[src/design/cachePkg.sv]
package cachePkg;

    // ******************************
    // Cache geometry
    // ******************************

    // The low idxWidth bits of a line address select the set.
    localparam int addrWidth = 32;
    localparam int idxWidth = 6;
    localparam int tagWidth = addrWidth - idxWidth;

    localparam int numWays = 4;
    localparam int wayWidth = $clog2(numWays);

    // ******************************
    // Queues and memory model
    // ******************************

    // Cycles a miss spends at the head of the miss queue before its fill.
    localparam int memLatency = 8;

    localparam int pfQueueDepth = 4;
    localparam int missQueueDepth = 2;

    // ******************************
    // Miss record
    // ******************************

    // A regular miss evicts a valid line and a no-evict miss fills an empty way.
    typedef enum logic {
        regularMiss = 1'b0,
        noEvictMiss = 1'b1
    } missType;

    typedef struct packed {
        logic [addrWidth-1:0] lineAddr;
        logic [wayWidth-1:0] victimWay;
        logic [tagWidth-1:0] oldTag;
        missType missKind;
    } missRecord;

endpackage

[src/design/strideDetector.sv]
`timescale 1ns/1ns

module strideDetector (
    input  logic                           clk,
    input  logic                           rst,
    input  logic                           loadValid,
    input  logic [cachePkg::addrWidth-1:0] loadAddr,
    output logic                           pfValid,
    output logic [cachePkg::addrWidth-1:0] pfAddr
);

    logic [cachePkg::addrWidth-1:0] lastAddr;
    logic [cachePkg::addrWidth-1:0] lastStride;
    logic [cachePkg::addrWidth-1:0] stride;
    logic haveAddr;
    logic haveStride;
    logic confirmed;

    // Wrapping difference, so negative strides work as well.
    assign stride = loadAddr - lastAddr;

    // The stride counts only if the previous one came from two real loads.
    assign confirmed = haveStride && (stride == lastStride) && (stride != '0);

    always_ff @(posedge clk) begin
        if (rst) begin
            haveAddr <= 1'b0;
            haveStride <= 1'b0;
            pfValid <= 1'b0;
        end else begin
            pfValid <= loadValid && confirmed;
            if (loadValid) begin
                haveAddr <= 1'b1;
                haveStride <= haveAddr;
            end
        end
    end

    always_ff @(posedge clk) begin
        if (loadValid) begin
            lastAddr <= loadAddr;
            lastStride <= stride;
            pfAddr <= loadAddr + stride;
        end
    end

endmodule

[config.mk]
export PLATFORM = sky130hd
export DESIGN_NAME = strideDetector
export DESIGN_NICKNAME = d
export VERILOG_FILES = /design/src/design/cachePkg.sv /design/src/design/strideDetector.sv
export SDC_FILE = /design/constraint.sdc
export NUM_CORES = 1
export LEC_CHECK = 0
export BUFFER_PORTS_ARGS = -buffer_cell sky130_fd_sc_hd__buf_2
export CORE_MARGIN = 2
export CORE_UTILIZATION = 50
export CTS_CLUSTER_DIAMETER = 100
export DETAILED_ROUTE_END_ITERATION = 10
export GPL_ROUTABILITY_DRIVEN = 0
export GPL_TIMING_DRIVEN = 0
export PLACE_DENSITY_LB_ADDON = 0.08
export SYNTH_ARGS = -nofsm -noshare
export SYNTH_HDL_FRONTEND = slang
export SYNTH_SLANG_ARGS = --single-unit
[constraint.sdc]
create_clock -name clk -period 6.4 [get_ports clk]
set_input_delay 0 -clock clk [delete_from_list [all_inputs] [get_ports clk]]
set_output_delay 0 -clock clk [all_outputs]
set_load 0.1 [all_outputs]
* Word-level counts from Yosys, hierarchy flattened *
Cells that the tools add are included.

word-level totals
  flip-flop bits (word level) = 99
  input bits = 35
  output and inout bits = 33
  word-level logic and storage cells = 13

operators by class
  add/subtract/negate cells = 2
  eq/ne operators = 1
  reductions and logical operators = 4

operators with widths
  cell                count
  $add 32x32->32      1
  $eq 32x32->1        1
  $reduce_bool 32->1  1
  $sub 32x32->32      1
  $logic_and 1x1->1   3

* Logic depth before layout (Yosys ltp) *
  depth in word-level cells = 5
  mapped depth = 24
  depth with buffers taken out = 24

* Least setup slack after synthesis *
Ideal clock, no wire load.

  kind = reg-to-reg
  start point = reg lastAddr[0] (netlist bit)
  end point = reg pfAddr[31] (netlist bit) (data pin)
  data arrival time = 4.096 ns
  data required time = 6.140 ns
  path slack = 2.044 ns
  stages on the path, launching flop included = 24
  buffers on the path = 0
  path through = edfxtp_1 > ha_1 > inv_1 > fa_1 > a211oi_2 > nor4b_2 > o311a_1 > a21bo_1 > a211oi_2 > o21ai_2 > a21o_1 > a21oi_2 > xor2_1 > inv_1 > ha_1 > o21ai_0 > nand2b_1 > and3_1 > nand2_1 > nand2_1 > a41oi_1 > o21ai_0 > a31oi_1 > xnor2_1

between the ends
  word-level cells in the longest chain between the ends = 2

RTL lines
  element                 RTL line              RTL
  start, declared         strideDetector.sv:12  logic [cachePkg::addrWidth-1:0] lastAddr;
  start signal, assigned  strideDetector.sv:41  lastAddr <= loadAddr;
  $sub 32x32->32          strideDetector.sv:20  assign stride = loadAddr - lastAddr;
  $add 32x32->32          strideDetector.sv:43  pfAddr <= loadAddr + stride;
  end signal, assigned    strideDetector.sv:43
  end, declared           strideDetector.sv:9   output logic [cachePkg::addrWidth-1:0] pfAddr

No other way between the ends.
A chain may end at the register's enable or synchronous reset.

* Worst setup path after layout *
  start point = reg lastAddr[0] (netlist bit)
  end point = reg pfAddr[31] (netlist bit) (data pin)

between the ends
  word-level cells in the longest chain between the ends = 2

RTL lines
  element                    RTL line              RTL
  $sub 32x32->32             strideDetector.sv:20
  named net stride, one bit  strideDetector.sv:14  logic [cachePkg::addrWidth-1:0] stride;
  $add 32x32->32             strideDetector.sv:43

The timed path passes the listed nets, and every way through them passes these cells.

==> out/qor.yml <==
run_status:
  status: "complete, no violations"
global_routing:
  grt_use_met2: 0.3427
  overflow: 0
  grt_pass1_wl_um: 26460
  busiest_layer: "met2"
  met1_usage: 0.3184
  grt_max_degree: 62
  grt_pass1_vias: 5362
  grtUsageMet3: 0.03892
  grt_antenna_before_repair: 0
  grtUsageTotal: 0.2240
floorplan:
  die_width_um: 123.6
  dieArea_mm2: 0.01528
  core_mm2: 0.01393
  rows: 43
  start_util: 0.5132
  io_pins: 68
  die_h_um: 123.6
pwr:
  power_frac_clock: 0.171
  sw_frac_of_total: 0.4703
  p_comb_frac: 0.527
  pwr-share-seq: 0.302
  leakage_nw: 3.454
  vdd_ir_drop_max_uv: 317.4
  power_density_mw_per_mm2: 371.2
  intPower_w: 0.001642
  power.net_switching_w: 0.001458
route:
  wl_per_cell_um: 16.35
  ant_nets: 0
  totalWireLength_um: 16180
  firstDrtPassIters: 5
  drtIter0Drc: 338
  drc: 0
  via_count: 5580
  avgViaCountPerCell: 5.636
worst_setup_path:
  r2r-start: "lastAddr[0]$_DFFE_PP_"
  endpoint_kind: "flop"
  critical_path_required_ns: 6.51
  cp.arrival_ns: 5.56
  crit_top_cell: "o21ai_0"
  criticalPathCategory: "flop to flop"
  crit_slowest_cell: "o21ai_0"
  crit_buf_inv: 1
  cp_max_fo: 6
  cp_top_family: "compound AO/OA/AOI/OAI gates"
  path_cells: "ha_1 > inv_1 > fa_1 > a211oi_2 > nor4b_2 > nor2_1 > xnor2_1 > ha_1 > a21o_1 > a21o_1 > a21o_1 > a221oi_1 > o21ai_0 > o21ai_0 > o21ai_0 > a41oi_1 > o21ai_0 > a31oi_1 > xnor2_1"
  startpoint: "lastAddr[0]$_DFFE_PP_"
  reg2reg_slack_ns: 0.95
  crit_path_start_kind: "flop"
  critPathMaxStageDelay_ns: 0.50
placed_design:
  dp.cells: 941
  hpwl_um: 12180
  io_buffers: 67
clock_network:
  clk_pin_slew_ns: 0.07
  cts_max_level: 3
  cts_root_buffer: "clkbuf_16"
  clkLatencyLatePin_ns: 0.36
  cts-buffers-inserted: 9
  cts_sinks: 99
  clockBufferDepth: 2
  cts_tree: "built"
yosys:
  muxShareOfSynthArea: 0.001400
  yosysMostFrequentCell: "edfxtp_1"
  synth_xor_xnor_area_share: 0.1212
  synth_nets: 797
  synth-edff-count: 96
  synthFlopType: "edfxtp_1"
  synthSimpleGateAreaFrac: 0.1216
  async_flop_share: 0
  syn_area_mm2: 0.007152
  synthAdderAreaFrac: 0.1228
  synth_area_leaders: "edfxtp_1, ha_1, xnor2_1"
  ys_types: 73
  synth_top_area_cell: "edfxtp_1"
  ys_ff_latch: 99
  synth_top_area_frac: 0.4031
  syn_inst: 693
  ys_seq_area_frac: 0.4115
  synth_compound_area_frac: 0.1804
  syn_area_per_cell_um2: 10.32
  synth.yosys.warnings: 0
  synth_commonest_cells: "edfxtp_1, xnor2_1, ha_1, a21oi_1, inv_1"
  synth_top_family_by_area: "compound AO/OA/AOI/OAI gates"
timing:
  fin_crit_ns: 5.454
  finalSetupTns_ns: 0
  drv_slew: 0
  final-hold-violation-count: 0
  fmax_mhz: 183.4
  tightest_slew_ns: 0.6526
  post-route-period-util: 0.8521
  setup_viol: 0
  relSlewSlack: 0.5623
  clock_skew_ns: 0.01223
  rsz0062_at_grt: "no"
final_layout:
  diodes: 0
  instances_no_fill: 990
  nets: 909
  syn2layout_area_growth_pct: 16.76
  drive_above_1_share: 0.1358
  fillers: 1182
flow_run:
  maxCapViolCount: 0
hold_path:
  hold_class: "input pin to flop"
  min_from: "loadValid"
## per-stage QoR
| step | cell area (µm²) | worst slack (ns) | util | hold slack, ns | total power (W) |
|---|---|---|---|---|---|
| after floorplan | 7152 | 2.044 | - | 0.07238 | 0.002266 |
| after global placement | 7712 | 1.048 | 0.5535 | 0.1916 | 0.002536 |
| after detailed placement | 7742 | 0.9927 | 0.5556 | 0.1958 | 0.002560 |
| after CTS | 8351 | 0.9777 | 0.5993 | 0.1557 | 0.003117 |
| after global routing | 8351 | 0.5487 | 0.5993 | 0.1699 | 0.003274 |
| final | 8351 | 0.9463 | 0.5993 | 0.1451 | 0.003100 |
## metal layers
layer / part of all wire / up-vias
met5: 0 / -
met2: 0.45 / 122
li1: - / 2789
met1: 0.49 / 2644
met4: 0.020 / 0
met3: 0.037 / 25
## flip-flops by register name, summed over array words and instances (netlist names)
name	flops
haveAddr	1
haveStride	1
lastAddr	32
lastStride	32
pfAddr	32
pfValid	1
## power groups by stage
stage | sequential, W | combinational, W | clock, W
finish | 0.000936 | 0.00163 | 0.000530
global route | 0.000950 | 0.00176 | 0.000561
CTS | 0.000937 | 0.00164 | 0.000544
detailed placement | 0.000949 | 0.00161 | 0
global placement | 0.000948 | 0.00159 | 0
floorplan | 0.00150 | 0.000762 | 0
## placed cells by master (no fill, tap or decap), drive strengths merged, types with 3 or more instances in the layout
master,n
edfxtp,96
buf,73
xnor2,69
ha,67
a21oi,58
inv,56
nand2,37
dlygate4sd3,33
xor2,30
a21o,29
nor2,28
o21ai,28
clkbuf,24
nor3,18
nand3,14
nand4,12
a31oi,9
and3,7
and2,7
a211oi,7
nand2b,6
nor2b,6
o21bai,6
nand3b,5
and4,5
clkinv,5
o21a,4
o31ai,4
o2111ai,4
nor4,4
a221oi,4
a41oi,4
nor3b,3
a211o,3
dfxtp,3
a21boi,3
nor4b,3
## cell families after synthesis
group / after synthesis
flops: 99
compound gates: 187
xor+xnor: 99
fa+ha+maj: 69
simple gates: 163
mux: 1
buf+inv: 75
## path summary, 6_finish.rpt
kind / endpoint / cells after the start
worst min-delay path: pfAddr[19]$_DFFE_PP_ / 1
worst min register to register: haveAddr$_SDFFE_PP0P_ / 2
worst max-delay path: pfAddr[31]$_DFFE_PP_ / 19
worst max register to register: pfAddr[31]$_DFFE_PP_ / 19
## layout make-up
cell class / instances / area (µm²) / area share
Multi-Input combinational cell: 519 / 3915 / 0.4688
Sequential cell: 99 / 2943 / 0.3524
Timing Repair Buffer: 101 / 695.7 / 0.08331
Clock buffer: 9 / 225.2 / 0.02697
Tap cell: 180 / 225.2 / 0.02697
Inverter: 55 / 206.4 / 0.02472
Buffer: 20 / 87.58 / 0.01049
Clock inverter: 7 / 52.55 / 0.006293
## what timing repair did
item,in CTS,in global routing
resized for setup,0,0
endpoints found under the setup margin,0,0
hold endpoints to repair,35,0
buffers inserted,0,0
hold buffers,33,0
No activity file was read; power rests on OpenSTA's default activity.
