### config.mk
export PLATFORM = sky130hd
export DESIGN_NAME = missHandler
export DESIGN_NICKNAME = d
export VERILOG_FILES = /design/src/design/cachePkg.sv /design/src/design/syncFifo.sv /design/src/design/missHandler.sv
export SDC_FILE = /design/constraint.sdc
export NUM_CORES = 1
export LEC_CHECK = 0
export ABC_CLOCK_PERIOD_IN_PS = 2600
export CAP_MARGIN = 20
export CELL_PAD_IN_SITES_DETAIL_PLACEMENT = 1
export CELL_PAD_IN_SITES_GLOBAL_PLACEMENT = 1
export CORE_ASPECT_RATIO = 0.75
export CORE_MARGIN = 3
export CORE_UTILIZATION = 49
export CTS_CLUSTER_DIAMETER = 50
export DETAILED_ROUTE_END_ITERATION = 10
export DONT_BUFFER_PORTS = 1
export GPL_ROUTABILITY_DRIVEN = 0
export GPL_TIMING_DRIVEN = 0
export PLACE_DENSITY = 0.77
export RECOVER_POWER = 50
export SLEW_MARGIN = 10
export SYNTH_ARGS = -nofsm -noshare
export SYNTH_HDL_FRONTEND = slang
export SYNTH_SLANG_ARGS = --single-unit
### constraint.sdc
create_clock -name clk -period 2.6 [get_ports clk]
set_input_delay 0.39 -clock clk [delete_from_list [all_inputs] [get_ports clk]]
set_output_delay 0.39 -clock clk [all_outputs]
set_load 0.1 [all_outputs]
### src/design/cachePkg.sv
package cachePkg;

    // ******************************
    // Cache geometry
    // ******************************

    // The low idxWidth bits of a line address select the set.
    localparam int addrWidth = 32;
    localparam int idxWidth = 6;
    localparam int tagWidth = addrWidth - idxWidth;

    localparam int numWays = 4;
    localparam int wayWidth = $clog2(numWays);

    // ******************************
    // Queues and memory model
    // ******************************

    // Cycles a miss spends at the head of the miss queue before its fill.
    localparam int memLatency = 8;

    localparam int pfQueueDepth = 4;
    localparam int missQueueDepth = 2;

    // ******************************
    // Miss record
    // ******************************

    // A regular miss evicts a valid line and a no-evict miss fills an empty way.
    typedef enum logic {
        regularMiss = 1'b0,
        noEvictMiss = 1'b1
    } missType;

    typedef struct packed {
        logic [addrWidth-1:0] lineAddr;
        logic [wayWidth-1:0] victimWay;
        logic [tagWidth-1:0] oldTag;
        missType missKind;
    } missRecord;

endpackage

### src/design/syncFifo.sv
`timescale 1ns/1ns

module syncFifo #(
    parameter int depth = 4,
    parameter type dataType = logic
) (
    input  logic    clk,
    input  logic    rst,
    input  logic    push,
    input  dataType pushData,
    input  logic    pop,
    output dataType popData,
    output logic    notEmpty,
    output logic    notFull
);

    dataType mem [depth];

    logic [$clog2(depth)-1:0] rdPtr;
    logic [$clog2(depth)-1:0] wrPtr;
    logic [$clog2(depth+1)-1:0] count;
    logic doPush;
    logic doPop;

    // Requests against a full or empty queue are ignored.
    assign doPush = push && notFull;
    assign doPop = pop && notEmpty;

    assign notEmpty = count != 0;
    assign notFull = count != depth;
    assign popData = mem[rdPtr];

    always_ff @(posedge clk) begin
        if (rst) begin
            rdPtr <= '0;
            wrPtr <= '0;
            count <= '0;
        end else begin
            if (doPush) begin
                wrPtr <= (wrPtr == depth - 1) ? '0 : wrPtr + 1'b1;
            end
            if (doPop) begin
                rdPtr <= (rdPtr == depth - 1) ? '0 : rdPtr + 1'b1;
            end
            if (doPush && !doPop) begin
                count <= count + 1'b1;
            end else if (doPop && !doPush) begin
                count <= count - 1'b1;
            end
        end
    end

    always_ff @(posedge clk) begin
        if (doPush) begin
            mem[wrPtr] <= pushData;
        end
    end

endmodule

### src/design/missHandler.sv
`timescale 1ns/1ns

module missHandler (
    input  logic                           clk,
    input  logic                           rst,
    input  logic                           missValid,
    input  cachePkg::missRecord            missData,
    output logic                           missReady,
    output logic                           wrValid,
    output logic [cachePkg::idxWidth-1:0]  wrIdx,
    output logic [cachePkg::wayWidth-1:0]  wrWay,
    output logic [cachePkg::tagWidth-1:0]  wrTag,
    output logic                           fillValid,
    output logic [cachePkg::addrWidth-1:0] fillAddr,
    output logic [cachePkg::wayWidth-1:0]  fillWay,
    output logic                           fillEvict
);

    cachePkg::missRecord head;
    logic headValid;
    logic notFull;
    logic expire;
    logic [$clog2(cachePkg::memLatency)-1:0] latCnt;

    assign missReady = notFull;

    syncFifo #(
        .depth   (cachePkg::missQueueDepth),
        .dataType(cachePkg::missRecord)
    ) missQueue (
        .clk     (clk),
        .rst     (rst),
        .push    (missValid),
        .pushData(missData),
        .pop     (expire),
        .popData (head),
        .notEmpty(headValid),
        .notFull (notFull)
    );

    // ******************************
    // Memory latency model
    // ******************************

    // The counter starts at zero in the first cycle an entry sits at the head.
    assign expire = headValid && (latCnt == cachePkg::memLatency - 1);

    always_ff @(posedge clk) begin
        if (rst) begin
            latCnt <= '0;
        end else if (expire) begin
            latCnt <= '0;
        end else if (headValid) begin
            latCnt <= latCnt + 1'b1;
        end
    end

    // Table write and fill report go out together.
    assign wrValid = expire;
    assign wrIdx = head.lineAddr[cachePkg::idxWidth-1:0];
    assign wrWay = head.victimWay;
    assign wrTag = head.lineAddr[cachePkg::addrWidth-1:cachePkg::idxWidth];

    assign fillValid = expire;
    assign fillAddr = head.lineAddr;
    assign fillWay = head.victimWay;
    assign fillEvict = head.missKind == cachePkg::regularMiss;

endmodule

# Word-level counts from Yosys, hierarchy flattened
# Memories as Yosys holds them, arrays and structs flattened. A register that Yosys moved wholly into a read port is not among the register bits.
# Cells that the tools add are included.
[totals] mem_bits_rw=122 wordCells=31 latchBits=0 out_inout_bits=72 memories=1 inputBits=64 mem_bits_ro=0 regBits=7
[mem_list] name="missQueue.mem" words=2 word_bits=61 rd=1 rd_ports_with_merged_regs=1 write_ports=1 line_no="syncFifo.sv:17" text="dataType mem [depth];"
[classes] n_lt_le_gt_ge=0 n_shift=0 div_mod_pow=0 n_addsub=5 eq_ne=2 bitwise=1 n_mux=8 n_mul=0 n_reduce_logical=10
[ops] operator="2-to-1 mux 1 bit" n=6
[ops] operator="logical AND 1 bit" n=5
[ops] operator="2-to-1 mux 2 bit" n=2
[ops] operator="nonzero test 2 bit" n=2
[ops] operator="adder 3 x 1 -> 3 bit, second input constant" n=1
[ops] operator="equality test 3 bit, second input constant" n=1
[ops] operator="adder 1 bit, second input constant" n=2
[ops] operator="adder 2 x 1 -> 2 bit, second input constant" n=1
[ops] operator="logical NOT 1 bit" n=2
[ops] operator="!= test 2 bit, second input constant" n=1
[ops] operator="OR reduction 2 bit" n=1
[ops] operator="subtractor 2 x 1 -> 2 bit, second input constant" n=1
[ops] operator="NOT 1 bit" n=1

# Logic depth before layout (Yosys ltp)
[depth] ltp_word=6 depth_mapped=7 ltp_nobuf=7

# Hierarchy
# Synthesis repeated with hierarchy kept, for this count alone.
[unflattened] hier_cells=265 hier_area_um2=5039.8
[modules_own_cells] module="syncFifo" cells_each=214 instances=1 seq_area_each_um2=3763.6 area_per_inst_um2=4620.7
[modules_own_cells] module="missHandler" cells_each=51 instances=1 seq_area_each_um2=60.1 area_per_inst_um2=419.2

# Least setup slack after synthesis
# No wires, ideal clock.
[synth_path] path_type="register to output" start="register with a tool-made name" end="output port fillEvict" n_path_buf=2 required_time_ns=2.210 stages_incl_launch_ff=4 slack_ns=-0.078 arrival_time_ns=2.288 cell_sequence="dfxtp_1 -> buf_2 -> buf_2 -> mux2i_1"
[synth_rtl] element="end, declared" line_no="missHandler.sv:16" text="output logic fillEvict"

==> metrics.yaml <==
grt.total_usage: 0.144
post_drt_wl_per_cell_um: 19.5
criticalPathCategory: "flip-flop to output port"
finalClockSkew_ps: 9.34
synthFlopType: "edfxtp_1"
power_density_nw_per_um2: 957
ctsLongestPathBuffers: 2
antenna_left: 0
first_pass_iters: 4
grt_pass1_wl_mm: 7.77
path_cells: "buf_2 > buf_2 > mux2_2 > buf_4"
drt_first_iter_violations: 46
synthDistinctLibCells: 22
cpMaxStageDelayCell: "mux2_2"
drv_slew: 0
seq_area_frac_synth: 0.720
power_mw: 3.32
irDropWorstVdd_mv: 0.470
critPathArrivalTime_ps: 2120
yosys.area_share.adder: 0.0120
outcome: "finished clean"
final_util: 0.577
pin_count: 136
cpPeakStageDelay_ps: 580
cts_buffers: 9
rows: 24
cts.clk_slew.worst_paths_ps: 70
cts.repair.resized: 4
cp_max_fo: 10
synth_mux_area_frac: 0.125
fin_crit_sh: 0.967
hold_violations: 0
synth-compound-area-share: 0.0143
diodes: 0
synth_nets: 251
avgSynthCellArea_um2: 17.1
clkSinkCount: 78
totalWireLength_mm: 5.43
synth_top_family_by_area: "multiplexers"
slew_headroom: 0.447
setup_violations: 0
core_area_um2: 6010
required_ps: 2210
ys_warn_count: 0
start_util: 0.523
endpoint_kind: "output port"
mostFrequentLayoutCells: "edfxtp_1, buf_4, mux2_2"
holdPathEnd: "missQueue.mem[1][34]"
postCtsSetupBuffers: 0
reg2reg_from: "missQueue.count[0]"
dp.cells: 262
drive_above_1_share: 0.460
area_growth_syn_to_layout_pct: 10.3
fin_crit_ps: 2510
h-tree-depth: 3
ys_async_sr_fraction: 0
r2r_slack_ps: 360
synthXorXnorAreaFrac: 0.00837
cap_violations: 0
critPathMostFrequentCell: "buf_2"
grt_overflow: 0
grt_max_degree: 36
dieArea_um2: 7420
layout.nets: 262
dieWidth_um: 98.4
fmax_mhz: 398
cellLeakagePower_nw: 1.23
cts_hold_buf: 0
tightest_slew_ps: 812
io_buffers: 0
synth_simple_gate_area_frac: 0.0263
routed_via_density: 5.18
ys_ff_latch: 78
vias: 1441
clk_latency_ps: 330
syn_inst: 184
crit_path_start_kind: "flip-flop"
final_cells: 278
whs_path_depth: 0
reg2reg_depth: 2
dp_hpwl_mm: 3.95
hp-start: "missData[34]"
grt_pass1_vias: 1535
reg2reg_to: "missQueue.mem[1][28]"
drc: 0
rsz0062_at_grt: "true"
hp-class: "input pin to flip-flop"
cts_root_buf: "clkbuf_8"
antenna_found_initial: 0
cts_tree: "built"
layout_commonest_cell: "edfxtp_1"
synth_edf_count: 70
netlist_area_um2: 3140
die_h_um: 75.3
-- critical path: cells and delay by family, from the launching register on --
kind	cells	cell delay [ps]
flops	1	300
buf+inv	3	900
mux	1	580
-- how the worst max path moves through the flow --
stage	cells after the start	slack [ps]	endpoint	start
3_3_place_gp	3	-330	missQueue.mem[0][44]	missQueue.count[0]
5_1_grt	4	-40	wrIdx[1]	flip-flop
4_1_cts	5	-50	wrValid	latCnt[0]
3_5_place_dp	2	-70	missQueue.mem[1][44]	missQueue.count[0]
6_report	4	90	wrTag[6]	flip-flop
2_1_floorplan	3	50	missQueue.mem[0][0]	missQueue.count[0]
-- cell usage after synthesis (2+ instances only) --
cell,count,area [um^2]
dfxtp_1,8,160
nor2_1,4,15.0
ha_1,3,37.5
buf_2,4,20.0
buf_4,35,263
or3b_1,2,17.5
edfxtp_1,70,2100
inv_1,2,7.51
xor2_1,3,26.3
nand2_1,3,11.3
a21oi_1,5,25.0
mux2_2,34,383
or3_1,2,12.5
-- cell families (layout without fill, tap and decap cells) --
group	count (synthesis)	count (layout)
compound gates	8	8
fa+ha+maj	3	3
flops	78	78
buf+inv	42	58
mux	35	35
simple gates	15	15
xor+xnor	3	3
-- sequential cells by signal, summed over array words and instances (netlist names), named ones only --
| signal | count |
|---|---|
| latCnt | 3 |
| missQueue.count | 2 |
| missQueue.mem | 70 |
| missQueue.rdPtr | 1 |
| missQueue.wrPtr | 1 |
-- metrics by stage --
step | cell area [um^2] | worst slack [ps] | hold WS [ps] | setup TNS [ps]
after CTS | 3450 | -47.5 | 135 | -47.5
after global placement | 3240 | -331 | 442 | -11510
after detailed placement | 3250 | -67.5 | 478 | -2550
after global routing | 3460 | -37.8 | 119 | -302
after floorplan | 3150 | 49.3 | 436 | 0
final | 3460 | 86.4 | 150 | 0
-- per-layer routing --
layer / global-route usage / vias to the layer above / wire length [um]
met5: 0 / - / 0
met3: 0.0750 / 9 / 536
met2: 0.246 / 67 / 2860
met1: 0.154 / 705 / 1970
li1: - / 660 / -
met4: 0.0591 / 0 / 65
-- power by group --
group / total (mW) / switching [mW] / internal [mW] / leakage [nW]
registers: 1.52 / 0.0349 / 1.48 / 0.719
logic: 0.975 / 0.853 / 0.122 / 0.414
clock network: 0.823 / 0.382 / 0.442 / 0.0920
total: 3.32 / 1.27 / 2.05 / 1.23
-- area by class of cell --
class	instances	area, um^2
well taps	78	97.6
inverters	2	11.3
clock buffers	12	135
fillers	542	2540
flip-flops and latches	78	2260
clock inverters	4	47.5
multi-input cells	64	612
plain buffers	40	299
No activity file was read; power rests on OpenSTA's default activity.
