File: config.mk
export PLATFORM = sky130hd
export DESIGN_NAME = syncFifo
export DESIGN_NICKNAME = d
export VERILOG_FILES = /design/src/design/syncFifo.sv
export SDC_FILE = /design/constraint.sdc
export NUM_CORES = 1
export LEC_CHECK = 0
export BUFFER_PORTS_ARGS = -buffer_cell sky130_fd_sc_hd__buf_4
export CAP_MARGIN = 5
export CORE_MARGIN = 1
export CORE_UTILIZATION = 25
export CTS_BUF_LIST = sky130_fd_sc_hd__clkbuf_4
export CTS_CLUSTER_SIZE = 28
export DETAILED_ROUTE_END_ITERATION = 8
export PLACE_DENSITY = 0.37
export REMOVE_ABC_BUFFERS = 1
export SLEW_MARGIN = 30
export SYNTH_ARGS = -nofsm -noshare
export SYNTH_HDL_FRONTEND = slang
export SYNTH_SLANG_ARGS = --single-unit
File: constraint.sdc
create_clock -name clk -period 5.05 [get_ports clk]
set_input_delay 0.2525 -clock clk [delete_from_list [all_inputs] [get_ports clk]]
set_output_delay 0.2525 -clock clk [all_outputs]
set_load 0.02 [all_outputs]
File: src/design/syncFifo.sv
`timescale 1ns/1ns

module syncFifo #(
    parameter int depth = 4,
    parameter type dataType = logic
) (
    input  logic    clk,
    input  logic    rst,
    input  logic    push,
    input  dataType pushData,
    input  logic    pop,
    output dataType popData,
    output logic    notEmpty,
    output logic    notFull
);

    dataType mem [depth];

    logic [$clog2(depth)-1:0] rdPtr;
    logic [$clog2(depth)-1:0] wrPtr;
    logic [$clog2(depth+1)-1:0] count;
    logic doPush;
    logic doPop;

    // Requests against a full or empty queue are ignored.
    assign doPush = push && notFull;
    assign doPop = pop && notEmpty;

    assign notEmpty = count != 0;
    assign notFull = count != depth;
    assign popData = mem[rdPtr];

    always_ff @(posedge clk) begin
        if (rst) begin
            rdPtr <= '0;
            wrPtr <= '0;
            count <= '0;
        end else begin
            if (doPush) begin
                wrPtr <= (wrPtr == depth - 1) ? '0 : wrPtr + 1'b1;
            end
            if (doPop) begin
                rdPtr <= (rdPtr == depth - 1) ? '0 : rdPtr + 1'b1;
            end
            if (doPush && !doPop) begin
                count <= count + 1'b1;
            end else if (doPop && !doPush) begin
                count <= count - 1'b1;
            end
        end
    end

    always_ff @(posedge clk) begin
        if (doPush) begin
            mem[wrPtr] <= pushData;
        end
    end

endmodule

### Yosys cells after proc, flatten, opt, wreduce, memory -nomap -nowiden

Memories as Yosys holds them, arrays and structs flattened. A register that Yosys moved wholly into a read port is not among the register bits.
Cells that the tools add are included.
Widths: inputs -> output; s select.

| word-level totals | value |
|---|---|
| register bits | 7 |
| bits in writable memories | 4 |
| bits of input ports | 5 |
| output and inout bits | 3 |
| logic and storage cells | 27 |
| memories | 1 |

| cells by class | value |
|---|---|
| $add $sub $neg | 4 |
| equality and inequality tests | 3 |
| mux-type cells | 8 |
| reduce and logical (&&, ||, !) cells | 8 |

Memories:

| name | words | bits a word | rd ports | clocked after Yosys merged registers in | wr ports | line | text |
|---|---|---|---|---|---|---|---|
| mem | 4 | 1 | 1 | 1 | 1 | 17 | `dataType mem [depth];` |

Operators with widths:

| operator | number |
|---|---|
| $mux 2 | 4 |
| $mux 3 | 2 |
| $add 2x1->2 const B | 2 |
| $eq 2x2->1 const B | 2 |
| $logic_and 1x1->1 | 4 |
| $add 3x1->3 const B | 1 |
| $ne 3x3->1 const B | 1 |
| $reduce_bool 3->1 | 1 |
| $sub 3x1->3 const B | 1 |
| $logic_not 1->1 | 2 |
| $mux 1 | 2 |
| $reduce_bool 2->1 | 1 |

### Depth between registers and ports, before layout

Gate-level depths: netlist of the first run.

| depth | value |
|---|---|
| word-level depth | 6 |
| mapped depth | 9 |
| mapped depth without buffers | 8 |

### Worst setup path after synthesis of the first run

OpenSTA, ideal clock, no wires.

| timing path | value |
|---|---|
| path type | flip-flop to flip-flop |
| start point | reg count[0] |
| end point | reg count[2] |
| library setup time | 0.070 ns |
| data arrival time | 2.151 ns |
| required time | 4.980 ns |
| path slack | 2.829 ns |
| stages on the path, launching flop included | 10 |
| path buffers | 1 |
| clock period less this slack | 2.221 ns |
| cells stage by stage | dfxtp_1 or3b_1 clkbuf_2 and2_4 ha_1 inv_1 fa_1 xor2_1 or3_2 a21oi_1 |

| between the ends | value |
|---|---|
| word-level cells in the longest chain between the ends | 5 |

Ends and longest elaborated chain:

| element | line | text |
|---|---|---|
| start, declared | 21 | `logic [$clog2(depth+1)-1:0] count;` |
| start signal, assigned | 46 | `count <= count + 1'b1;` |
| start signal, assigned | 48 | `count <= count - 1'b1;` |
| $ne 3x3->1 (*) | 30 | `assign notFull = count != depth;` |
| via notFull | 14 | `output logic notFull` |
| $logic_and 1x1->1 (*) | 26 | `assign doPush = push && notFull;` |
| via doPush | 22 | `logic doPush;` |
| $logic_not 1->1 | 47 | `end else if (doPop && !doPush) begin` |
| $logic_and 1x1->1 | 47 |  |
| $reduce_bool 2->1 (no source line) | n/a |  |

Mark *: on every way through the listed nets, which the timed path passes. The rest lies on a longest branch. The select of a mux whose other input is x is not followed.
A chain may end at the register's enable or synchronous reset.

### Worst setup path in the final report of the first run

| timing path | value |
|---|---|
| start point | reg count[0] |
| end point | reg count[2] |

| between the ends | value |
|---|---|
| word-level cells in the longest chain between the ends | 5 |

Ends and longest elaborated chain:

| element |
|---|
| branches (longest 5 deep; another with $sub 3x1->3) |

Parallel ways; which one is timed is not known. The select of a mux whose other input is x is not followed.

==> metrics.csv, run 1 <==
stage,metric,value,unit
synthesis,Async SR Flop Fraction,0,%
layout,fraction of layout cells with a size suffix above 1,32.26,%
setup_path,crit start category,flop,
synthesis,post-synthesis adder-cell area fraction,15.17,%
power_and_ir_drop,Clock Power Share,17.7,%
layout,final net count,75,
timing,fin crit share,47.45,%
synthesis,Ys Warns,0,
routing,DRT Wirelength,992,um
timing,slew margin rel.,60.46,%
power_and_ir_drop,Psw,137.7,uW
placed_design,final RePlAce weighted congestion,0.6263,
cts,CTS Root Cell,clkbuf_4,
timing,RSZ-0062 raised after global routing,false,
power_and_ir_drop,sequential share of power,40.3,%
timing,fin crit period,2396,ps
synthesis,"EDFF count, synth",4,
setup_path,required time worst endpoint,5260,ps
power_and_ir_drop,Sw Ratio,35.32,%
cts,hold buffers post-CTS,0,
power_and_ir_drop,Logic pwr share,42.0,%
grt,GRT Residual Overflow,0,
cts,Worst-path clk slew,80,ps
cts,largest buffer count on any clock path,2,
floorplanning,Starting Density,27.29,%
setup_path,"Arr. time, crit path",2610,ps
setup_path,CP Buf/Inv Count,1,
grt,pin count of the biggest net entering global routing,10,
floorplanning,die span in x,52.08,um
placed_design,Port Buffers,7,
synthesis,post-synthesis mux area share,8.383,%
floorplanning,core footprint,0.002297,mm^2
layout,Synth-to-Final Area Change,17.37,%
setup_path,CP Max Fanout,5,
status,status,completed,
cts,post-CTS sizing,0,
floorplanning,I/O pins,8,
routing,DRT iter0 DRCs,4,
power_and_ir_drop,Worst VDD drop,0.0001940,V
setup_path,WS Path Type,flop to flop,
synthesis,prevailing post-synth register cell,dfxtp_1,
cts,Clock Sinks,13,
routing,Routed Antenna Nets,0,
cts,Worst-Skew Late Latency,280,ps
layout,Finished Core Util,32.03,%
floorplanning,# rows,17,
synthesis,Yosys top cell area share,28.74,%
setup_path,cell family with most CP delay,compound AO/OA/AOI/OAI gates,
synthesis,Yosys top cell by area,dfxtp_1,
grt,initial antenna violation count,0,
flow_run,max-cap viol count,0,
routing,DR pass1 iterations,2,
synthesis,post-synthesis sequential area ratio,47.90,%
synthesis,Seq cells post-synth,13,
cts,Post-CTS Repair Setup Buffers,0,
min_path,worst min-delay path class,primary input to flop,
layout,diode count,0,
setup_path,crit path capture type,flop,
placed_design,placed cell area,705.7,um^2
synthesis,compound-gate portion of the synthesized area,5.589,%
layout,fin cells,90,
layout,finished layout cell area,735.7,um^2
setup_path,ordered list of cells on the worst path,o31ai_1 -> ha_1 -> inv_1 -> fa_1 -> xor2_1 -> or3_2 -> a21oi_1,
synthesis,Post-Syn Instances,53,
timing,Slew @ Worst Pin,588.0,ps
grt,total track usage,8.481,%
synthesis,most frequent cells after synthesis,"dfxtp_1 (9), ha_1 (6), and3_2 (4), edfxtp_1 (4)",
synthesis,"Cell Area, Synth",626.9,um^2
floorplanning,DIE AREA,0.002712,mm^2
setup_path,max incr delay on CP,550,ps
synthesis,synth top area cells,"dfxtp_1 (29%), edfxtp_1 (19%), ha_1 (12%)",
cts,CTS buffer count,3,
timing,"Setup violations, final",0,
routing,WL/cell,11.02,um
synthesis,simple logic cell fraction of the synthesized area,16.97,%
timing,final hold violation count,0,
power_and_ir_drop,PD cells,529.8,mW/mm^2
placed_design,DP HPWL,757.4,um
grt,vias in the first global route,337,
routing,Residual DRC,0,
synthesis,synthesized area per cell,11.83,um^2
synthesis,fraction of synthesized cell area in xor and xnor cells,2.794,%
synthesis,Netlist cell types,24,
cts,H-tree levels,1,
synthesis,top-count cell post-synth,dfxtp_1,
setup_path,"slowest stage cell, crit path",o31ai_1,
timing,count of final max-slew check failures,0,
layout,# fillers,246,
cts,TritonCTS clock tree,done,
routing,vias per inst,4.111,
synthesis,largest family of logic cells by synthesized area,simple AND/OR/NAND/NOR gates,
timing,FMAX,0.4173,GHz
power_and_ir_drop,Int Pwr,252.1,uW
timing,clock skew,7.317,ps
timing,Fin Setup TNS,0,ps
placed_design,Cells after DPL,86,
power_and_ir_drop,Leak,0.0003211,uW
routing,vias,370,
floorplanning,DIE HEIGHT,52.08,um
grt,first-pass GRT wire length,1.559,mm
worst register-to-register path: stages, from the launching register on:
cell and delay [ps]:
dfxtp_1 360, o31ai_1 550, ha_1 290, inv_1 60, fa_1 370, xor2_1 160, or3_2 400, a21oi_1 140
final timing paths:
check,startpoint,endpoint,slack [ps],cells after the start
worst max-delay path,count[0]$_SDFFE_PP0P_,count[2]$_SDFFE_PP0P_,2650,7
worst min-delay path,pushData,mem[0]$_DFFE_PP_,190,1
worst max register to register,count[0]$_SDFFE_PP0P_,count[2]$_SDFFE_PP0P_,2650,7
worst min register to register,rdPtr[0]$_SDFFE_PP0P_,rdPtr[0]$_SDFFE_PP0P_,500,2
layout by cell type, fill, tap and decap left out:
cell type and instances:
a21oi_1 2, and2_4 1, and3_2 4, buf_4 7, clkbuf_4 4, dfxtp_1 9
edfxtp_1 4, fa_1 1, ha_1 6, inv_1 3, mux2i_1 3, mux4_2 1
nand2_1 1, nand2b_1 2, nand3_1 1, nor2_1 3, nor3_1 1, o21ai_0 1
o31ai_1 1, o31ai_2 1, or3_1 1, or3_2 2, or3b_1 1, xor2_1 2
logic make-up after synthesis:
group | Yosys count
compound gates | 5
xor+xnor | 2
fa+ha+maj | 7
buf+inv | 5
flops | 13
mux | 4
simple gates | 17
metal layers:
layer	track usage, %	routed length (um)
met5	0	0
met4	4.054	12
met3	4.386	46
met2	11.54	397
met1	10.80	535
metrics by stage:
step           power [uW]  hold WS [ps]  worst slack [ps]
3_3_place_gp        329.1         468.2              2676
6_report            389.8         186.3              2654
4_1_cts             396.3         178.1              2620
3_5_place_dp        325.3         463.9              2637
5_1_grt             422.8         176.3              2460
2_1_floorplan       276.1         321.6              2812
power by group through the flow:
stage / Sequential, uW / Combinational (uW) / Clock, uW
after global routing: 161 / 184 / 77.6
after global placement: 161 / 168 / 0
after CTS: 158 / 166 / 72.1
after floorplan: 154 / 122 / 0
after detailed placement: 161 / 165 / 0
final: 157 / 164 / 68.9
area by class of cell:
| cell class | instances | area [um^2] | area share, % |
|---|---|---|---|
| sequential | 13 | 300.3 | 40.82 |
| tap | 28 | 35.03 | 4.762 |
| multi-input combinational | 35 | 306.5 | 41.67 |
| inverter | 3 | 11.26 | 1.531 |
| timing repair buffer | 7 | 52.55 | 7.143 |
| clock buffer | 4 | 30.03 | 4.082 |
(Power assumes the default switching activity.)
==> run 2: changes to the inputs <==
==> constraint.sdc (replaced) <==
create_clock -name clk -period 2.5 [get_ports clk]
set_input_delay 0.125 -clock clk [delete_from_list [all_inputs] [get_ports clk]]
set_output_delay 0.125 -clock clk [all_outputs]
set_load 0.02 [all_outputs]
==> run 2 against run 1 <==
Effect of this change:
- clock skew rose by 0.96 ps
- non-clock buffer count grew 1
- first-iteration DRC count shrank 25%
- sequential power increased by 100%
- die area did not move
- combinational power increased by 100%
- setup slack got worse by 2400 ps
- critical path type unchanged
- count of clock-buffer cells in the layout unchanged
==> metrics.csv, run 2 (same netlist as run 1, synthesis figures left out) <==
stage,metric,value,unit,change
status,status,completed,,
timing,final hold violation count,0,,unchanged
cts,TritonCTS clock tree,done,,
setup_path,"slowest stage cell, crit path",dfxtp_1,,
cts,post-CTS sizing,0,,unchanged
layout,fraction of layout cells with a size suffix above 1,33.33,%,+1.1 points
placed_design,final RePlAce weighted congestion,0.6573,,+4.9%
floorplanning,DIE AREA,0.002712,mm^2,unchanged
routing,Residual DRC,0,,unchanged
placed_design,DP HPWL,733.8,um,-3.1%
floorplanning,die span in x,52.08,um,unchanged
timing,Slew @ Worst Pin,305.3,ps,-282.7 ps
setup_path,WS Path Type,flop to flop,,
cts,CTS buffer count,3,,unchanged
setup_path,crit start category,flop,,
setup_path,"Arr. time, crit path",2470,ps,-140 ps
layout,fin cells,91,,+1.1%
power_and_ir_drop,Worst VDD drop,0.0003811,V,+96%
flow_run,max-cap viol count,0,,unchanged
setup_path,CP Buf/Inv Count,1,,unchanged
routing,DRT Wirelength,950,um,-4.2%
grt,pin count of the biggest net entering global routing,10,,unchanged
routing,WL/cell,10.44,um,-5.3%
setup_path,ordered list of cells on the worst path,or3b_1 -> and2_4 -> ha_1 -> inv_1 -> fa_1 -> xor2_1 -> or3_2 -> a21oi_1,,
power_and_ir_drop,Psw,274.6,uW,+99%
cts,Worst-path clk slew,80,ps,about the same
setup_path,FF-to-FF Start,count[0]$_SDFFE_PP0P_,,
floorplanning,# rows,17,,unchanged
setup_path,r2r endpoint,count[2]$_SDFFE_PP0P_,,
layout,Synth-to-Final Area Change,18.56,%,
min_path,worst min-delay path class,primary input to flop,,
setup_path,Critical Path Source,count[0]$_SDFFE_PP0P_,,
routing,DRT iter0 DRCs,3,,-1
setup_path,critical path depth,8,,+1
setup_path,cell family with most CP delay,simple AND/OR/NAND/NOR gates,,
setup_path,Worst R2R Path Depth,8,,+1
placed_design,Cells after DPL,87,,+1.2%
cts,H-tree levels,1,,unchanged
power_and_ir_drop,PD cells,1064,mW/mm^2,+100%
cts,hold buffers post-CTS,0,,unchanged
timing,slew margin rel.,79.47,%,+19 points
timing,Fin Setup TNS,0,ps,unchanged
power_and_ir_drop,Int Pwr,516.0,uW,+100%
placed_design,Place WS,269.0,ps,-2367 ps
cts,Clock Sinks,13,,unchanged
placed_design,Port Buffers,7,,unchanged
setup_path,CP Max Fanout,7,,+2
layout,final net count,76,,+1.3%
layout,# fillers,253,,+2.8%
cts,Post-CTS Repair Setup Buffers,0,,unchanged
cts,CTS Root Cell,clkbuf_4,,
power_and_ir_drop,Logic pwr share,42.2,%,+0.2 points
cts,Worst-Skew Late Latency,270,ps,about the same
routing,Routed Antenna Nets,0,,unchanged
power_and_ir_drop,Clock Power Share,17.6,%,about the same
layout,diode count,0,,unchanged
power_and_ir_drop,Leak,0.0003256,uW,+1.4%
timing,fin crit period,2257,ps,-139.4 ps
grt,GRT Residual Overflow,0,,unchanged
floorplanning,core footprint,0.002297,mm^2,unchanged
floorplanning,DIE HEIGHT,52.08,um,unchanged
floorplanning,I/O pins,8,,unchanged
grt,initial antenna violation count,0,,unchanged
setup_path,CP endpoint,count[2]$_SDFFE_PP0P_,,
timing,"Setup violations, final",0,,unchanged
floorplanning,Starting Density,27.29,%,unchanged
timing,fin crit share,90.28,%,+43 points
routing,vias per inst,4.132,,+0.50%
power_and_ir_drop,Sw Ratio,34.73,%,-0.59 points
setup_path,Worst R2R Setup Slack,240,ps,-2410 ps
setup_path,max incr delay on CP,430,ps,-120 ps
power_and_ir_drop,sequential share of power,40.2,%,about the same
grt,first-pass GRT wire length,1.504,mm,-3.5%
timing,FMAX,0.4431,GHz,+6.2%
timing,count of final max-slew check failures,0,,unchanged
setup_path,required time worst endpoint,2710,ps,-2550 ps
setup_path,crit path capture type,flop,,
routing,DR pass1 iterations,2,,unchanged
grt,total track usage,8.323,%,-0.16 points
layout,most frequent cells in the layout,"dfxtp_1 (9), buf_4 (8), ha_1 (6)",,
timing,clock skew,8.274,ps,+0.9575 ps
layout,"most common cell after layout, fill and taps aside",dfxtp_1,,
timing,RSZ-0062 raised after global routing,false,,
grt,vias in the first global route,347,,+3.0%
routing,vias,376,,+1.6%
cts,largest buffer count on any clock path,2,,unchanged
timing,final worst slack,243.0,ps,-2411 ps
## run 2: cell types whose count changed in the layout (fill, tap and decap cells not counted)
cell	delta
buf_4	+1
## run 2: power groups by stage
stage	logic [uW]	clock network (uW)	registers (uW)
final	334	139	318
after global placement	338	0	324
after CTS	338	148	319
after floorplan	246	0	312
after global routing	370	161	327
after detailed placement	336	0	323
## run 2: worst min-delay path by stage
stage	depth (start not counted)	startpoint	end	slack (ps)
finish	1	pushData	mem[3]$_DFFE_PP_	50
global route	1	pushData	mem[3]$_DFFE_PP_	30
CTS	1	pushData	mem[3]$_DFFE_PP_	40
detailed placement	1	pushData	mem[3]$_DFFE_PP_	330
global placement	1	pushData	mem[3]$_DFFE_PP_	340
floorplan	1	rst	count[2]$_SDFFE_PP0P_	190
## run 2: final cells by class
class / count / area [um^2] / share of cell area [%]
Tap cell: 28 / 35.03 / 4.714
Inverter: 3 / 11.26 / 1.515
Clock buffer: 4 / 30.03 / 4.040
Multi-Input combinational cell: 35 / 306.5 / 41.25
Sequential cell: 13 / 300.3 / 40.40
Timing Repair Buffer: 8 / 60.06 / 8.081
## run 2: layer usage
layer  share of wire (%)  GRT usage [%]  vias up
met4                 1.2          4.054        0
met5                   0              0        -
met1                  50          9.643      165
met3                 2.9          5.263        2
li1                    -              -      205
met2                  45          11.75        4
## run 2: worst register-to-register path: cells and delay by family (launching register included)
family                     cells  cell delay, ps
adders and majority gates      2             550
buffers and inverters          1              60
and+or+nand+nor                3             860
xor gates and xnor gates       1             160
DFF                            1             430
AOI/OAI and AO/OA              1             140
## run 2: through the flow
step | total power (uW) | instance area, um^2 | hold WS, ps | util (%)
after floorplan | 557.8 | 618.1 | 194.1 | -
after global placement | 662.4 | 713.2 | 339.7 | 31.05
after detailed placement | 659.1 | 713.2 | 334.8 | 31.05
after CTS | 804.4 | 743.2 | 38.63 | 32.35
after global routing | 858.3 | 743.2 | 33.88 | 32.35
final | 790.6 | 743.2 | 51.66 | 32.35
==> run 3: changes to the inputs <==
--- a/config.mk
+++ b/config.mk
@@ -5,14 +5,15 @@
 export SDC_FILE = /design/constraint.sdc
 export NUM_CORES = 1
 export LEC_CHECK = 0
-export BUFFER_PORTS_ARGS = -buffer_cell sky130_fd_sc_hd__buf_4
 export CAP_MARGIN = 5
 export CORE_MARGIN = 1
 export CORE_UTILIZATION = 25
 export CTS_BUF_LIST = sky130_fd_sc_hd__clkbuf_4
+export CTS_CLUSTER_DIAMETER = 40
 export CTS_CLUSTER_SIZE = 28
 export DETAILED_ROUTE_END_ITERATION = 8
-export PLACE_DENSITY = 0.37
+export DONT_BUFFER_PORTS = 1
+export PLACE_DENSITY = 0.34
 export REMOVE_ABC_BUFFERS = 1
 export SLEW_MARGIN = 30
 export SYNTH_ARGS = -nofsm -noshare
==> run 3 against run 2 <==
Effect of this change:
- critical endpoint unchanged
- non-clock buffer count fell by 4
- global-route usage rose by 1.5 points
- fmax rose by 0.46%
- hold slack got worse by 42 ps
- highest routed layer is now met3
- total power fell by 2.0%
- final cell count fell by 4.4%
- largest cell class unchanged
- first-iteration DRC count fell by 67%
==> metrics.csv, run 3 (same netlist as run 1, synthesis figures left out) <==
stage,metric,value,unit,change
status,status,completed,,
min_path,hold path cells,2,,+1
power_and_ir_drop,Leak,0.0003051,uW,-6.3%
routing,DR pass1 iterations,4,,+2
routing,Routed Antenna Nets,0,,unchanged
routing,vias,401,,+6.6%
setup_path,required time worst endpoint,2700,ps,about the same
routing,vias per inst,4.609,,+12%
layout,final net count,72,,-5.3%
timing,minimum hold slack,9.558,ps,-42.10 ps
cts,post-CTS sizing,0,,unchanged
setup_path,Worst R2R Path Depth,7,,-1
routing,highest metal used,met3,,
power_and_ir_drop,Sw Ratio,36.38,%,+1.6 points
routing,DRT iter0 DRCs,1,,-2
layout,area of the multi-input gates,306.5,um^2,unchanged
timing,fin crit period,2247,ps,-10.30 ps
setup_path,max incr delay on CP,410,ps,-20 ps
timing,"Setup violations, final",0,,unchanged
power_and_ir_drop,sequential share of power,41.0,%,+0.8 points
timing,FMAX,0.4451,GHz,+0.46%
cts,H-tree levels,1,,unchanged
grt,total track usage,9.847,%,+1.5 points
timing,clock skew,2.738,ps,-5.536 ps
cts,CTS Root Cell,clkbuf_4,,
cts,Post-CTS Repair Setup Buffers,0,,unchanged
flow_run,max-cap viol count,0,,unchanged
timing,Slew @ Worst Pin,326.9,ps,+21.56 ps
layout,diode count,0,,unchanged
power_and_ir_drop,Psw,281.8,uW,+2.6%
power_and_ir_drop,Logic pwr share,40.9,%,-1.3 points
routing,metal3 WL,68,um,+140%
grt,initial antenna violation count,0,,unchanged
floorplanning,Starting Density,27.29,%,unchanged
layout,"most common cell after layout, fill and taps aside",dfxtp_1,,
floorplanning,DIE AREA,0.002712,mm^2,unchanged
routing,DRT Wirelength,1.026,mm,+8.0%
routing,routed wl met2,553,um,+28%
power_and_ir_drop,PD cells,1079,mW/mm^2,+1.4%
layout,finished layout cell area,718.2,um^2,-3.4%
power_and_ir_drop,Int Pwr,492.8,uW,-4.5%
setup_path,crit start category,flop,,
grt,pin count of the biggest net entering global routing,8,,-2
cts,Clock Sinks,13,,unchanged
cts,largest buffer count on any clock path,2,,unchanged
cts,Worst-Skew Late Latency,270,ps,about the same
cts,CTS buffer count,3,,unchanged
cts,hold buffers post-CTS,2,,+2
timing,Fin Setup TNS,0,ps,unchanged
setup_path,CP Max Fanout,5,,-2
layout,Synth-to-Final Area Change,14.57,%,
setup_path,"Arr. time, crit path",2450,ps,-20 ps
setup_path,critical path depth,7,,-1
placed_design,Port Buffers,0,,-7
placed_design,DP HPWL,823.2,um,+12%
cts,TritonCTS clock tree,done,,
routing,Residual DRC,0,,unchanged
setup_path,crit path capture type,flop,,
timing,fin crit share,89.87,%,-0.41 points
grt,first-pass GRT wire length,1.876,mm,+25%
layout,# fillers,253,,unchanged
timing,count of final max-slew check failures,0,,unchanged
layout,sequential cell area,300.3,um^2,unchanged
floorplanning,core footprint,0.002297,mm^2,unchanged
setup_path,CP Buf/Inv Count,1,,unchanged
cts,Worst-path clk slew,80,ps,about the same
floorplanning,die span in x,52.08,um,unchanged
timing,final hold violation count,0,,unchanged
timing,RSZ-0062 raised after global routing,false,,
setup_path,WS Path Type,flop to flop,,
power_and_ir_drop,Worst VDD drop,0.0003941,V,+3.4%
power_and_ir_drop,Clock Power Share,18.0,%,+0.4 points
setup_path,"slowest stage cell, crit path",or3_2,,
grt,vias in the first global route,427,,+23%
layout,most frequent cells in the layout,"dfxtp_1 (9), ha_1 (6), and3_2 (4), clkbuf_4 (4), edfxtp_1 (4)",,
grt,GRT Residual Overflow,0,,unchanged
floorplanning,I/O pins,8,,unchanged
placed_design,final RePlAce weighted congestion,0.8015,,+22%
timing,slew margin rel.,78.02,%,-1.4 points
setup_path,ordered list of cells on the worst path,o31ai_1 -> ha_1 -> inv_1 -> fa_1 -> xor2_1 -> or3_2 -> a21oi_1,,
layout,fraction of layout cells with a size suffix above 1,25.42,%,-7.9 points
placed_design,placed cell area,668.1,um^2,-6.3%
floorplanning,# rows,17,,unchanged
min_path,worst min-delay path class,primary input to flop,,
routing,WL/cell,11.79,um,+13%
routing,met1 wire length,404,um,-16%
setup_path,cell family with most CP delay,adder cells,,
floorplanning,DIE HEIGHT,52.08,um,unchanged
run 3: cell count changes in the layout (fill, tap and decap cells not counted):
cell           change
dlygate4sd3_1      +2
buf_4              -6
run 3: layout make-up:
type | count | share of cell area, %
clock buffers | 4 | 4.181
well taps | 28 | 4.878
inverters | 3 | 1.568
repair buffers | 4 | 4.878
multi-input cells | 35 | 42.68
flip-flops and latches | 13 | 41.81
run 3: worst reg2reg max path: stages (launching register included):
cell     delay [ps]
dfxtp_1         370
o31ai_1         360
ha_1            260
inv_1            70
fa_1            370
xor2_1          170
or3_2           410
a21oi_1         170
run 3: worst paths after layout:
kind	startpoint	endpoint	slack [ps]
worst max register to register	count[0]$_SDFFE_PP0P_	count[2]$_SDFFE_PP0P_	250
worst min register to register	rdPtr[0]$_SDFFE_PP0P_	rdPtr[0]$_SDFFE_PP0P_	500
worst max-delay path	count[0]$_SDFFE_PP0P_	count[2]$_SDFFE_PP0P_	250
worst min-delay path	push	wrPtr[0]$_SDFFE_PP0P_	10
run 3: through the flow:
step | std cells | total power (uW) | setup slack [ps] | util, %
final | 87 | 774.6 | 253.3 | 31.26
after global routing | 87 | 840.5 | 76.89 | 31.26
after CTS | 87 | 786.6 | 245.9 | 31.26
after detailed placement | 81 | 637.2 | 267.7 | 29.09
after global placement | 81 | 612.9 | 340.0 | 29.09
after floorplan | 51 | 557.8 | 262.3 | -
run 3: power by group through the flow:
stage	clock network [uW]	registers (uW)	logic (uW)
final	140	318	317
after global routing	157	330	354
after CTS	149	319	319
after detailed placement	0	325	312
after global placement	0	318	295
after floorplan	0	312	246
run 3: layer usage:
| layer | up-vias | track usage [%] |
|---|---|---|
| met4 | 0 | 6.757 |
| met3 | 0 | 2.632 |
| met5 | - | 0 |
| li1 | 202 | - |
| met2 | 10 | 16.67 |
| met1 | 189 | 10.52 |
